<file path="src/hdl/rv_core_pkg.sv">
`default_nettype none

package rv_core_pkg;

  localparam int xlen = 32;

  typedef logic [4:0] reg_addr_t;

  // Major opcodes of the supported instruction classes
  typedef enum logic [6:0] {
    OPC_LUI    = 7'b0110111,
    OPC_OP_IMM = 7'b0010011,
    OPC_OP     = 7'b0110011,
    OPC_LOAD   = 7'b0000011,
    OPC_STORE  = 7'b0100011
  } opcode_e;

  typedef enum logic [3:0] {
    ALU_ADD, ALU_SUB, ALU_SLL, ALU_SLT, ALU_SLTU, ALU_XOR,
    ALU_SRL, ALU_SRA, ALU_OR, ALU_AND, ALU_PASS_B
  } alu_op_e;

  // Encoded as funct3 of the load and store instructions
  typedef enum logic [2:0] {
    MEM_BYTE   = 3'b000,
    MEM_HALF   = 3'b001,
    MEM_WORD   = 3'b010,
    MEM_BYTE_U = 3'b100,
    MEM_HALF_U = 3'b101
  } mem_size_e;

  typedef struct packed {
    alu_op_e             alu_op;
    logic                use_imm;
    logic [xlen-1:0]     imm;
    reg_addr_t           rs1;
    reg_addr_t           rs2;
    reg_addr_t           rd;
    logic                is_load;
    logic                is_store;
    mem_size_e           mem_size;
  } dec_instr_t;

  typedef struct packed {
    dec_instr_t          dec;
    logic [xlen-1:0]     rs1_val;
    logic [xlen-1:0]     rs2_val;
  } opf_instr_t;

  typedef struct packed {
    logic                valid;
    reg_addr_t           rd;
    logic [xlen-1:0]     data;
  } wb_result_t;

endpackage

`default_nettype wire

</file>
<file path="src/hdl/rv_decode.sv">
`timescale 1ns/1ps
`default_nettype none

module rv_decode #(
  parameter int NUM_REGS = 32
) (
  input  wire                             clk_i,
  input  wire                             rst_i,
  input  wire  [rv_core_pkg::xlen-1:0]    inst_i,
  input  wire                             inst_valid_i,
  output logic                            inst_ready_o,
  output rv_core_pkg::dec_instr_t         dec_o,
  output logic                            dec_valid_o,
  input  wire                             dec_ready_i
);

  rv_core_pkg::opcode_e       opcode;
  logic [2:0]                 funct3;
  logic [6:0]                 funct7;
  logic [31:0]                imm_i;
  logic [31:0]                imm_s;
  logic [31:0]                imm_u;
  logic                       legal;
  rv_core_pkg::dec_instr_t    dec_d;
  rv_core_pkg::dec_instr_t    dec_q;
  logic                       dec_valid_q;

  // OP and OP-IMM share funct3; only the register form has SUB
  function automatic rv_core_pkg::alu_op_e alu_from_funct3(input logic [2:0] f3,
                                                           input logic alt,
                                                           input logic reg_form);
    case (f3)
      3'b000:  return (alt && reg_form) ? rv_core_pkg::ALU_SUB : rv_core_pkg::ALU_ADD;
      3'b001:  return rv_core_pkg::ALU_SLL;
      3'b010:  return rv_core_pkg::ALU_SLT;
      3'b011:  return rv_core_pkg::ALU_SLTU;
      3'b100:  return rv_core_pkg::ALU_XOR;
      3'b101:  return alt ? rv_core_pkg::ALU_SRA : rv_core_pkg::ALU_SRL;
      3'b110:  return rv_core_pkg::ALU_OR;
      default: return rv_core_pkg::ALU_AND;
    endcase
  endfunction

  assign opcode = rv_core_pkg::opcode_e'(inst_i[6:0]);
  assign funct3 = inst_i[14:12];
  assign funct7 = inst_i[31:25];
  assign imm_i  = {{20{inst_i[31]}}, inst_i[31:20]};
  assign imm_s  = {{20{inst_i[31]}}, inst_i[31:25], inst_i[11:7]};
  assign imm_u  = {inst_i[31:12], 12'b0};

  //////////////////////////////////////////////////
  // Field decode
  //////////////////////////////////////////////////

  always_comb begin
    dec_d          = '0;
    dec_d.alu_op   = rv_core_pkg::ALU_ADD;
    dec_d.use_imm  = 1'b1;
    dec_d.imm      = imm_i;
    dec_d.rs1      = inst_i[19:15];
    dec_d.rs2      = inst_i[24:20];
    dec_d.rd       = inst_i[11:7];
    dec_d.mem_size = rv_core_pkg::mem_size_e'(funct3);
    legal          = 1'b1;
    case (opcode)
      rv_core_pkg::OPC_LUI: begin
        dec_d.alu_op = rv_core_pkg::ALU_PASS_B;
        dec_d.imm    = imm_u;
        dec_d.rs1    = '0;
        dec_d.rs2    = '0;
      end
      rv_core_pkg::OPC_OP_IMM: begin
        dec_d.alu_op = alu_from_funct3(funct3, funct7[5], 1'b0);
        dec_d.rs2    = '0;
      end
      rv_core_pkg::OPC_OP: begin
        dec_d.alu_op  = alu_from_funct3(funct3, funct7[5], 1'b1);
        dec_d.use_imm = 1'b0;
      end
      rv_core_pkg::OPC_LOAD: begin
        dec_d.is_load = 1'b1;
        dec_d.rs2     = '0;
        legal         = (funct3 != 3'b011) && (funct3[2:1] != 2'b11);
      end
      rv_core_pkg::OPC_STORE: begin
        dec_d.is_store = 1'b1;
        dec_d.imm      = imm_s;
        dec_d.rd       = '0;
        legal          = !funct3[2] && (funct3 != 3'b011);
      end
      default: legal = 1'b0;
    endcase
    // Registers past the end of a reduced file make the instruction illegal
    if (dec_d.rd >= NUM_REGS || dec_d.rs1 >= NUM_REGS || dec_d.rs2 >= NUM_REGS) begin
      legal = 1'b0;
    end
    // Anything illegal retires as an add with no destination
    if (!legal) begin
      dec_d.rd       = '0;
      dec_d.rs1      = '0;
      dec_d.rs2      = '0;
      dec_d.is_load  = 1'b0;
      dec_d.is_store = 1'b0;
    end
  end

  //////////////////////////////////////////////////
  // Stage register
  //////////////////////////////////////////////////

  assign inst_ready_o = !dec_valid_q || dec_ready_i;

  always_ff @(posedge clk_i) begin
    if (rst_i) begin
      dec_valid_q <= 1'b0;
    end else if (inst_ready_o) begin
      dec_valid_q <= inst_valid_i;
    end
  end

  always_ff @(posedge clk_i) begin
    if (inst_valid_i && inst_ready_o) begin
      dec_q <= dec_d;
    end
  end

  assign dec_o       = dec_q;
  assign dec_valid_o = dec_valid_q;

endmodule

`default_nettype wire

</file>
<file path="src/hdl/rv_regfile.sv">
`timescale 1ns/1ps
`default_nettype none

module rv_regfile #(
  parameter int NUM_REGS = 32
) (
  input  wire                           clk_i,
  input  wire rv_core_pkg::reg_addr_t   rs1_addr_i,
  input  wire rv_core_pkg::reg_addr_t   rs2_addr_i,
  output logic [rv_core_pkg::xlen-1:0]  rs1_data_o,
  output logic [rv_core_pkg::xlen-1:0]  rs2_data_o,
  input  wire rv_core_pkg::wb_result_t  wr_i
);

  localparam int AW = $clog2(NUM_REGS);

  logic [rv_core_pkg::xlen-1:0] regs [NUM_REGS];
  logic                         wr_en;

  assign wr_en = wr_i.valid && (wr_i.rd != '0);

  // x0 reads as zero, a same-cycle write is passed straight through
  function automatic logic [rv_core_pkg::xlen-1:0] read_port(
      input rv_core_pkg::reg_addr_t addr,
      input logic [rv_core_pkg::xlen-1:0] stored);
    if (addr == '0) begin
      return '0;
    end
    if (wr_en && (wr_i.rd == addr)) begin
      return wr_i.data;
    end
    return stored;
  endfunction

  always_comb begin
    rs1_data_o = read_port(rs1_addr_i, regs[rs1_addr_i[AW-1:0]]);
    rs2_data_o = read_port(rs2_addr_i, regs[rs2_addr_i[AW-1:0]]);
  end

  always_ff @(posedge clk_i) begin
    if (wr_en) begin
      regs[wr_i.rd[AW-1:0]] <= wr_i.data;
    end
  end

endmodule

`default_nettype wire

</file>
<file path="src/hdl/rv_operand_fetch.sv">
`timescale 1ns/1ps
`default_nettype none

module rv_operand_fetch (
  input  wire                           clk_i,
  input  wire                           rst_i,
  input  wire rv_core_pkg::dec_instr_t  dec_i,
  input  wire                           dec_valid_i,
  output logic                          dec_ready_o,
  output rv_core_pkg::reg_addr_t        rs1_addr_o,
  output rv_core_pkg::reg_addr_t        rs2_addr_o,
  input  wire [rv_core_pkg::xlen-1:0]   rs1_data_i,
  input  wire [rv_core_pkg::xlen-1:0]   rs2_data_i,
  output rv_core_pkg::opf_instr_t       opf_o,
  output logic                          opf_valid_o,
  input  wire                           opf_accept_i
);

  rv_core_pkg::opf_instr_t opf_q;
  logic                    opf_valid_q;
  logic                    advance;

  // Register file is addressed straight from the decode record
  assign rs1_addr_o = dec_i.rs1;
  assign rs2_addr_o = dec_i.rs2;

  assign dec_ready_o = !opf_valid_q || opf_accept_i;
  assign advance     = dec_valid_i && dec_ready_o;

  always_ff @(posedge clk_i) begin
    if (rst_i) begin
      opf_valid_q <= 1'b0;
    end else if (dec_ready_o) begin
      opf_valid_q <= dec_valid_i;
    end
  end

  always_ff @(posedge clk_i) begin
    if (advance) begin
      opf_q.dec     <= dec_i;
      opf_q.rs1_val <= rs1_data_i;
      opf_q.rs2_val <= rs2_data_i;
    end
  end

  assign opf_o       = opf_q;
  assign opf_valid_o = opf_valid_q;

endmodule

`default_nettype wire

</file>
<file path="src/hdl/rv_alu.sv">
`timescale 1ns/1ps
`default_nettype none

module rv_alu (
  input  wire rv_core_pkg::alu_op_e     op_i,
  input  wire [rv_core_pkg::xlen-1:0]   a_i,
  input  wire [rv_core_pkg::xlen-1:0]   b_i,
  output logic [rv_core_pkg::xlen-1:0]  result_o
);

  logic [4:0] shamt;

  assign shamt = b_i[4:0];

  always_comb begin
    case (op_i)
      rv_core_pkg::ALU_ADD:    result_o = a_i + b_i;
      rv_core_pkg::ALU_SUB:    result_o = a_i - b_i;
      rv_core_pkg::ALU_SLL:    result_o = a_i << shamt;
      rv_core_pkg::ALU_SLT:    result_o = {31'b0, $signed(a_i) < $signed(b_i)};
      rv_core_pkg::ALU_SLTU:   result_o = {31'b0, a_i < b_i};
      rv_core_pkg::ALU_XOR:    result_o = a_i ^ b_i;
      rv_core_pkg::ALU_SRL:    result_o = a_i >> shamt;
      rv_core_pkg::ALU_SRA:    result_o = $signed(a_i) >>> shamt;
      rv_core_pkg::ALU_OR:     result_o = a_i | b_i;
      rv_core_pkg::ALU_AND:    result_o = a_i & b_i;
      // LUI carries its upper immediate on operand 2
      rv_core_pkg::ALU_PASS_B: result_o = b_i;
      default:                 result_o = '0;
    endcase
  end

endmodule

`default_nettype wire

</file>
<file path="src/hdl/rv_lsu.sv">
`timescale 1ns/1ps
`default_nettype none

module rv_lsu (
  input  wire                           clk_i,
  input  wire                           rst_i,
  input  wire                           start_i,
  input  wire [rv_core_pkg::xlen-1:0]   addr_i,
  input  wire [rv_core_pkg::xlen-1:0]   store_data_i,
  input  wire rv_core_pkg::mem_size_e   size_i,
  input  wire                           write_i,
  output logic                          busy_o,
  output logic                          done_o,
  output logic                          load_ok_o,
  output logic [rv_core_pkg::xlen-1:0]  load_data_o,
  input  wire [31:0]                    wb_dat_i,
  output logic [31:0]                   wb_dat_o,
  output logic [29:0]                   wb_adr_o,
  output logic [3:0]                    wb_sel_o,
  output logic                          wb_cyc_o,
  output logic                          wb_stb_o,
  output logic                          wb_we_o,
  input  wire                           wb_ack_i,
  input  wire                           wb_err_i
);

  typedef enum logic {
    ST_IDLE,
    ST_ACCESS
  } state_e;

  state_e      state_q;
  logic        launch;
  logic        bus_end;
  logic [1:0]  offset_q;
  logic [3:0]  sel_d;
  logic [31:0] lane_data;

  assign launch  = (state_q == ST_IDLE) && start_i;
  assign bus_end = (state_q == ST_ACCESS) && (wb_ack_i || wb_err_i);

  always_ff @(posedge clk_i) begin
    if (rst_i) begin
      state_q <= ST_IDLE;
    end else if (launch) begin
      state_q <= ST_ACCESS;
    end else if (bus_end) begin
      state_q <= ST_IDLE;
    end
  end

  //////////////////////////////////////////////////
  // Request side
  //////////////////////////////////////////////////

  always_comb begin
    case (size_i)
      rv_core_pkg::MEM_BYTE, rv_core_pkg::MEM_BYTE_U: sel_d = 4'b0001 << addr_i[1:0];
      rv_core_pkg::MEM_HALF, rv_core_pkg::MEM_HALF_U: sel_d = 4'b0011 << addr_i[1:0];
      default:                                        sel_d = 4'b1111;
    endcase
  end

  // Held steady for the whole access
  always_ff @(posedge clk_i) begin
    if (launch) begin
      wb_adr_o <= addr_i[31:2];
      wb_sel_o <= sel_d;
      wb_dat_o <= store_data_i << {addr_i[1:0], 3'b000};
      offset_q <= addr_i[1:0];
    end
  end

  assign busy_o   = (state_q == ST_ACCESS);
  assign wb_cyc_o = busy_o;
  assign wb_stb_o = busy_o;
  assign wb_we_o  = busy_o && write_i;

  //////////////////////////////////////////////////
  // Response side
  //////////////////////////////////////////////////

  assign lane_data = wb_dat_i >> {offset_q, 3'b000};

  always_comb begin
    case (size_i)
      rv_core_pkg::MEM_BYTE:   load_data_o = {{24{lane_data[7]}}, lane_data[7:0]};
      rv_core_pkg::MEM_BYTE_U: load_data_o = {24'b0, lane_data[7:0]};
      rv_core_pkg::MEM_HALF:   load_data_o = {{16{lane_data[15]}}, lane_data[15:0]};
      rv_core_pkg::MEM_HALF_U: load_data_o = {16'b0, lane_data[15:0]};
      default:                 load_data_o = lane_data;
    endcase
  end

  // An error ends the access without data
  assign done_o    = bus_end;
  assign load_ok_o = bus_end && wb_ack_i && !wb_err_i && !write_i;

endmodule

`default_nettype wire

</file>
<file path="src/hdl/rv_execute.sv">
`timescale 1ns/1ps
`default_nettype none

module rv_execute (
  input  wire                           clk_i,
  input  wire                           rst_i,
  input  wire rv_core_pkg::opf_instr_t  opf_i,
  input  wire                           opf_valid_i,
  output logic                          opf_accept_o,
  output rv_core_pkg::wb_result_t       result_o,
  input  wire [31:0]                    wb_dat_i,
  output logic [31:0]                   wb_dat_o,
  output logic [29:0]                   wb_adr_o,
  output logic [3:0]                    wb_sel_o,
  output logic                          wb_cyc_o,
  output logic                          wb_stb_o,
  output logic                          wb_we_o,
  input  wire                           wb_ack_i,
  input  wire                           wb_err_i
);

  rv_core_pkg::wb_result_t      result_d;
  rv_core_pkg::wb_result_t      result_q;
  logic [rv_core_pkg::xlen-1:0] op_a;
  logic [rv_core_pkg::xlen-1:0] op_b;
  logic [rv_core_pkg::xlen-1:0] rs2_fwd;
  logic [rv_core_pkg::xlen-1:0] alu_result;
  logic [rv_core_pkg::xlen-1:0] load_data;
  logic                         fwd_rs1;
  logic                         fwd_rs2;
  logic                         is_mem;
  logic                         lsu_start;
  logic                         lsu_busy;
  logic                         lsu_done;
  logic                         lsu_load_ok;

  // Result register bypass
  assign fwd_rs1 = result_q.valid && (result_q.rd != '0) && (result_q.rd == opf_i.dec.rs1);
  assign fwd_rs2 = result_q.valid && (result_q.rd != '0) && (result_q.rd == opf_i.dec.rs2);
  assign op_a    = fwd_rs1 ? result_q.data : opf_i.rs1_val;
  assign rs2_fwd = fwd_rs2 ? result_q.data : opf_i.rs2_val;
  assign op_b    = opf_i.dec.use_imm ? opf_i.dec.imm : rs2_fwd;

  // Memory ops hold until the bus access ends
  assign is_mem       = opf_i.dec.is_load || opf_i.dec.is_store;
  assign lsu_start    = opf_valid_i && is_mem && !lsu_busy;
  assign opf_accept_o = !is_mem || lsu_done;

  // Loads and stores decode as ADD with their offset, so this is also the address
  rv_alu u_alu (
    .op_i     (opf_i.dec.alu_op),
    .a_i      (op_a),
    .b_i      (op_b),
    .result_o (alu_result)
  );

  rv_lsu u_lsu (
    .clk_i        (clk_i),
    .rst_i        (rst_i),
    .start_i      (lsu_start),
    .addr_i       (alu_result),
    .store_data_i (rs2_fwd),
    .size_i       (opf_i.dec.mem_size),
    .write_i      (opf_i.dec.is_store),
    .busy_o       (lsu_busy),
    .done_o       (lsu_done),
    .load_ok_o    (lsu_load_ok),
    .load_data_o  (load_data),
    .wb_dat_i     (wb_dat_i),
    .wb_dat_o     (wb_dat_o),
    .wb_adr_o     (wb_adr_o),
    .wb_sel_o     (wb_sel_o),
    .wb_cyc_o     (wb_cyc_o),
    .wb_stb_o     (wb_stb_o),
    .wb_we_o      (wb_we_o),
    .wb_ack_i     (wb_ack_i),
    .wb_err_i     (wb_err_i)
  );

  always_comb begin
    result_d.valid = (opf_valid_i && !is_mem) || lsu_load_ok;
    result_d.rd    = opf_i.dec.rd;
    result_d.data  = lsu_load_ok ? load_data : alu_result;
  end

  always_ff @(posedge clk_i) begin
    if (rst_i) begin
      result_q.valid <= 1'b0;
    end else begin
      result_q.valid <= result_d.valid;
    end
    result_q.rd   <= result_d.rd;
    result_q.data <= result_d.data;
  end

  assign result_o = result_q;

endmodule

`default_nettype wire

</file>
<file path="src/hdl/rv_core.sv">
`timescale 1ns/1ps
`default_nettype none

module rv_core #(
  parameter int NUM_REGS = 32
) (
  input  wire         clk_i,
  input  wire         rst_i,
  input  wire  [31:0] inst_i,
  input  wire         inst_valid_i,
  output logic        inst_ready_o,
  input  wire  [31:0] wb_dat_i,
  output logic [31:0] wb_dat_o,
  output logic [29:0] wb_adr_o,
  output logic [3:0]  wb_sel_o,
  output logic        wb_cyc_o,
  output logic        wb_stb_o,
  output logic        wb_we_o,
  input  wire         wb_ack_i,
  input  wire         wb_err_i
);

  rv_core_pkg::dec_instr_t      dec;
  logic                         dec_valid;
  logic                         dec_ready;
  rv_core_pkg::reg_addr_t       rs1_addr;
  rv_core_pkg::reg_addr_t       rs2_addr;
  logic [rv_core_pkg::xlen-1:0] rs1_data;
  logic [rv_core_pkg::xlen-1:0] rs2_data;
  rv_core_pkg::opf_instr_t      opf;
  logic                         opf_valid;
  logic                         opf_accept;
  rv_core_pkg::wb_result_t      result;

  rv_decode #(
    .NUM_REGS (NUM_REGS)
  ) u_decode (
    .clk_i        (clk_i),
    .rst_i        (rst_i),
    .inst_i       (inst_i),
    .inst_valid_i (inst_valid_i),
    .inst_ready_o (inst_ready_o),
    .dec_o        (dec),
    .dec_valid_o  (dec_valid),
    .dec_ready_i  (dec_ready)
  );

  rv_regfile #(
    .NUM_REGS (NUM_REGS)
  ) u_regfile (
    .clk_i      (clk_i),
    .rs1_addr_i (rs1_addr),
    .rs2_addr_i (rs2_addr),
    .rs1_data_o (rs1_data),
    .rs2_data_o (rs2_data),
    .wr_i       (result)
  );

  rv_operand_fetch u_operand_fetch (
    .clk_i        (clk_i),
    .rst_i        (rst_i),
    .dec_i        (dec),
    .dec_valid_i  (dec_valid),
    .dec_ready_o  (dec_ready),
    .rs1_addr_o   (rs1_addr),
    .rs2_addr_o   (rs2_addr),
    .rs1_data_i   (rs1_data),
    .rs2_data_i   (rs2_data),
    .opf_o        (opf),
    .opf_valid_o  (opf_valid),
    .opf_accept_i (opf_accept)
  );

  rv_execute u_execute (
    .clk_i        (clk_i),
    .rst_i        (rst_i),
    .opf_i        (opf),
    .opf_valid_i  (opf_valid),
    .opf_accept_o (opf_accept),
    .result_o     (result),
    .wb_dat_i     (wb_dat_i),
    .wb_dat_o     (wb_dat_o),
    .wb_adr_o     (wb_adr_o),
    .wb_sel_o     (wb_sel_o),
    .wb_cyc_o     (wb_cyc_o),
    .wb_stb_o     (wb_stb_o),
    .wb_we_o      (wb_we_o),
    .wb_ack_i     (wb_ack_i),
    .wb_err_i     (wb_err_i)
  );

endmodule

`default_nettype wire

</file>
<file path="config.mk">
export PLATFORM = sky130hd
export DESIGN_NAME = rv_core
export DESIGN_NICKNAME = d
export VERILOG_FILES = /design/src/hdl/rv_core_pkg.sv /design/src/hdl/rv_decode.sv /design/src/hdl/rv_regfile.sv /design/src/hdl/rv_operand_fetch.sv /design/src/hdl/rv_alu.sv /design/src/hdl/rv_lsu.sv /design/src/hdl/rv_execute.sv /design/src/hdl/rv_core.sv
export SDC_FILE = /design/constraint.sdc
export NUM_CORES = 2
export LEC_CHECK = 0
export ABC_AREA = 1
export BUFFER_PORTS_ARGS = -buffer_cell sky130_fd_sc_hd__buf_2
export CORE_MARGIN = 2
export CORE_UTILIZATION = 42
export CTS_CLUSTER_SIZE = 24
export DETAILED_ROUTE_END_ITERATION = 8
export MAX_ROUTING_LAYER = met4
export PLACE_DENSITY = 0.55
export SYNTH_ARGS = -nofsm -noshare
export SYNTH_HDL_FRONTEND = slang
export SYNTH_HIERARCHICAL = 1
export SYNTH_SLANG_ARGS = --single-unit
</file>
<file path="constraint.sdc">
create_clock -name clk_i -period 11 [get_ports clk_i]
set_input_delay 1.1 -clock clk_i [delete_from_list [all_inputs] [get_ports clk_i]]
set_output_delay 1.1 -clock clk_i [all_outputs]
set_load 0.02 [all_outputs]
</file>
==> impl_results.md <==
- Clock transition at path regs: 0.06 ns
- I/O pins: 139
- Row count: 156
- Critical path type: reg2reg
- Async S/R FF share, synth: 0%
- Count of cell types in the netlist: 59
- R2R setup slack: 3.97 ns
- Leakage: 35.3 nW
- PD cells: 150 nW/µm²
- Clock Root Buffer: clkbuf_16
- Compound-cell area share of the yosys netlist: 8.68%
- IO Port Bufs: 138
- Worst Hold Class: reg2reg
- Clk sink count: 1311
- Final Hold Vio Count: 0
- Min-delay src: u_decode/dec_o[28]
- Area post-placement: 79000 µm²
- Syn avg cell area: 8.03 µm²
- Horiz. Die Dim: 431 µm
- Die Y-Extent: 431 µm
- DR WL met2: 149000 µm
- First-pass GRT wire length: 471000 µm
- Initial antenna violation count: 16
- XOR/XNOR share of the synthesized area: 0.183%
- Routed Antenna Nets: 0
- RSZ-0062 raised after global routing: no
- Remaining DRCs: 0
- CTS buffer count: 151
- DR vias: 70200
- Largest net degree at the start of global routing: 178
- Cts-stage hold buffer count: 0
- Register bit total from synthesis: 1311
- CTS tree: yes
- Power consumption: 12.6 mW
- WL per Instance: 28.2 µm
- Most common cell after layout, fill and taps aside: nand2_1
- Final nets: 9592
- Total GRT Usage: 36.2%
- Max-cap viol count: 0
- DR pass1 iterations: 7
- Cell taking the most area after synthesis: edfxtp_1
- Met3 WL: 29500 µm
- Wl on met1: 144000 µm
- Period minus WS final: 7.03 ns
- Design area: 83900 µm²
- Setup bufs post-CTS: 0
- Synth-to-Final Area Change: 9.30%
- Reg2Reg Depth: 26
- Worst-Skew Late Latency: 0.84 ns
- Setup violators final: 0
- Synth Area in Simple Gates: 29.4%
- Setup TNS: 0 ns
- Adder-cell share of the synthesized area: 1.68%
- Syn Inst Count: 9556
- Max-slew violation count: 0
- Highest clock rate: 142 MHz
- Hold path depth: 0
- Top cell type's share of synthesized area: 49.7%
- Synthesis warning total: 6
- Worst-case vdd ir drop: 0.000145 V
- Worst setup SP type: flop
- Vias in the first global route: 63700
- CTS Buffer Depth: 3
- Main synth FF type: edfxtp_1
- Starting Density: 42.4%
- Worst Setup End Kind: flop
- Main combinational cell family by area after synthesis: simple AND/OR/NAND/NOR gates
- Cts repair resizes: 0
- CP max FO: 44
- GP Congestion: 1.03
- Hold Crit Endpoint: u_operand_fetch/opf_o[92]
- Fraction of layout cells with a size suffix above 1: 7.40%
- Mux share of post-synthesis cell area: 0%
- DIE AREA: 186000 µm²
- Layout Skew: 0.0746 ns
- Initial drt markers: 10000
- Total length of routed wires: 336000 µm
- Placed wire-length estimate: 213000 µm
- Sequential fraction of the synthesis area: 50.8%
- Htree depth: 4
- Reg2reg start: u_execute/result_o[35]
- Post-synth EDFFs: 1270
- WP data required: 11.54 ns
- Normalized max-slew margin: 14.3%
- Layout Utilization: 46.3%
- Worst EP arrival: 7.57 ns
- Core Area: 181000 µm²
- Synth top area cells: edfxtp_1 50%, nand2_1 14%, nand3_1 10%
- Most frequent cells in the layout: 2819 x nand2_1, 1590 x nand3_1, 1270 x edfxtp_1, 1015 x inv_1, 575 x nor2_1
- Status: completed
- Area of the mapped netlist: 76700 µm²
- Period utilization: 63.9%
- GR Overflow Total: 0
- DR vias/cell: 5.89
- Top Layer Used: met4
- Reg-to-reg endpoint: u_execute/u_lsu/wb_dat_o[26]
- Slew @ Worst Pin: 1.28 ns
[registers in the layout, indices dropped and copies added, names as in the netlist, 2 cells and up]
name	flops
u_regfile/regs	1024
u_operand_fetch/opf_o	121
u_decode/dec_o	57
u_execute/result_o	38
u_execute/u_lsu/wb_dat_o	32
u_execute/u_lsu/wb_adr_o	30
u_execute/u_lsu/wb_sel_o	4
u_execute/u_lsu/offset_q	2
[routing by layer]
| layer | up-vias | global-route usage [%] |
|---|---|---|
| met5 | - | - |
| li1 | 31500 | - |
| met2 | 3791 | 54.0 |
| met3 | 641 | 5.10 |
| met4 | 0 | 12.9 |
| met1 | 34200 | 50.5 |
[worst max-delay path by stage]
| stage | endpoint | from | slack (ns) | cells past startpoint |
|---|---|---|---|---|
| CTS | u_execute/u_lsu/wb_dat_o[27] | u_execute/result_o[36] | 4.22 | 25 |
| floorplan | u_operand_fetch/opf_o[0] | wb_err_i | 3.19 | 5 |
| global placement | u_execute/u_lsu/wb_dat_o[28] | u_execute/result_o[35] | 4.17 | 26 |
| global route | u_execute/u_lsu/wb_dat_o[26] | u_execute/result_o[35] | 3.55 | 26 |
| detailed placement | u_execute/u_lsu/wb_dat_o[26] | u_execute/result_o[36] | 4.24 | 25 |
| finish | u_execute/u_lsu/wb_dat_o[26] | u_execute/result_o[35] | 3.97 | 26 |
[critical path, stage by stage (launching register included)]
cell      delay, ns
dfxtp_1        0.62
nor2_1         0.08
nand3b_1       0.10
nand2_1        0.09
inv_2          0.52
nand3_4        0.53
nand2_1        0.24
nand3_1        0.10
nand2_2        0.44
buf_4          0.53
fa_1           0.35
nor2_1         0.08
nand2_1        0.08
nand3_1        0.14
nand2_1        0.09
nand2_1        0.15
nand2_1        0.10
nand2_1        0.13
nand2_1        0.12
nand2_1        0.08
nand2_1        0.06
nand3_1        0.07
nand2_1        0.18
buf_4          0.40
clkinv_1       0.72
o21ai_0        0.54
a21oi_1        0.11
[through the flow]
step / instances / hold slack [ns] / worst slack [ns]
2_1_floorplan: 9587 / 0.323 / 3.19
3_3_place_gp: 11600 / 0.401 / 4.17
3_5_place_dp: 11600 / 0.405 / 4.24
4_1_cts: 11900 / 0.407 / 4.22
5_1_grt: 11900 / 0.408 / 3.55
6_report: 11900 / 0.408 / 3.97
[power by group]
part	leakage [nW]	switching [mW]	internal [mW]
Combinational	20.9	1.37	0.418
Sequential	12.1	0.139	5.69
Clock	2.36	2.17	2.83
[synthesized netlist by cell type, types with 64 or more instances]
cell,count
o21ai_0,316
buf_2,294
o211ai_1,202
buf_1,64
ha_1,100
clkbuf_1,171
o21ai_1,226
inv_1,1020
nor2_1,609
a21oi_1,354
nand3_1,1590
edfxtp_1,1270
nand2_1,2821
[cell type report]
| type | count | area, µm² |
|---|---|---|
| Antenna cell | 7 | 17.5 |
| Clock buffer | 184 | 3980 |
| Timing Repair Buffer | 301 | 2030 |
| Multi-Input combinational cell | 6613 | 31100 |
| Inverter | 1043 | 3960 |
| Fill cell | 17800 | 97200 |
| Clock inverter | 89 | 891 |
| Sequential cell | 1311 | 39000 |
| Tap cell | 2370 | 2970 |
[kinds of logic after synthesis]
family	Yosys count
AND/OR/NAND/NOR	5274
buffers and inverters	1663
flip-flops	1311
AO/OA/AOI/OAI	1189
adder cells (fa/ha/maj)	102
XOR/XNOR	16
other	1
Note: power is estimated with default switching activity, not from simulation.
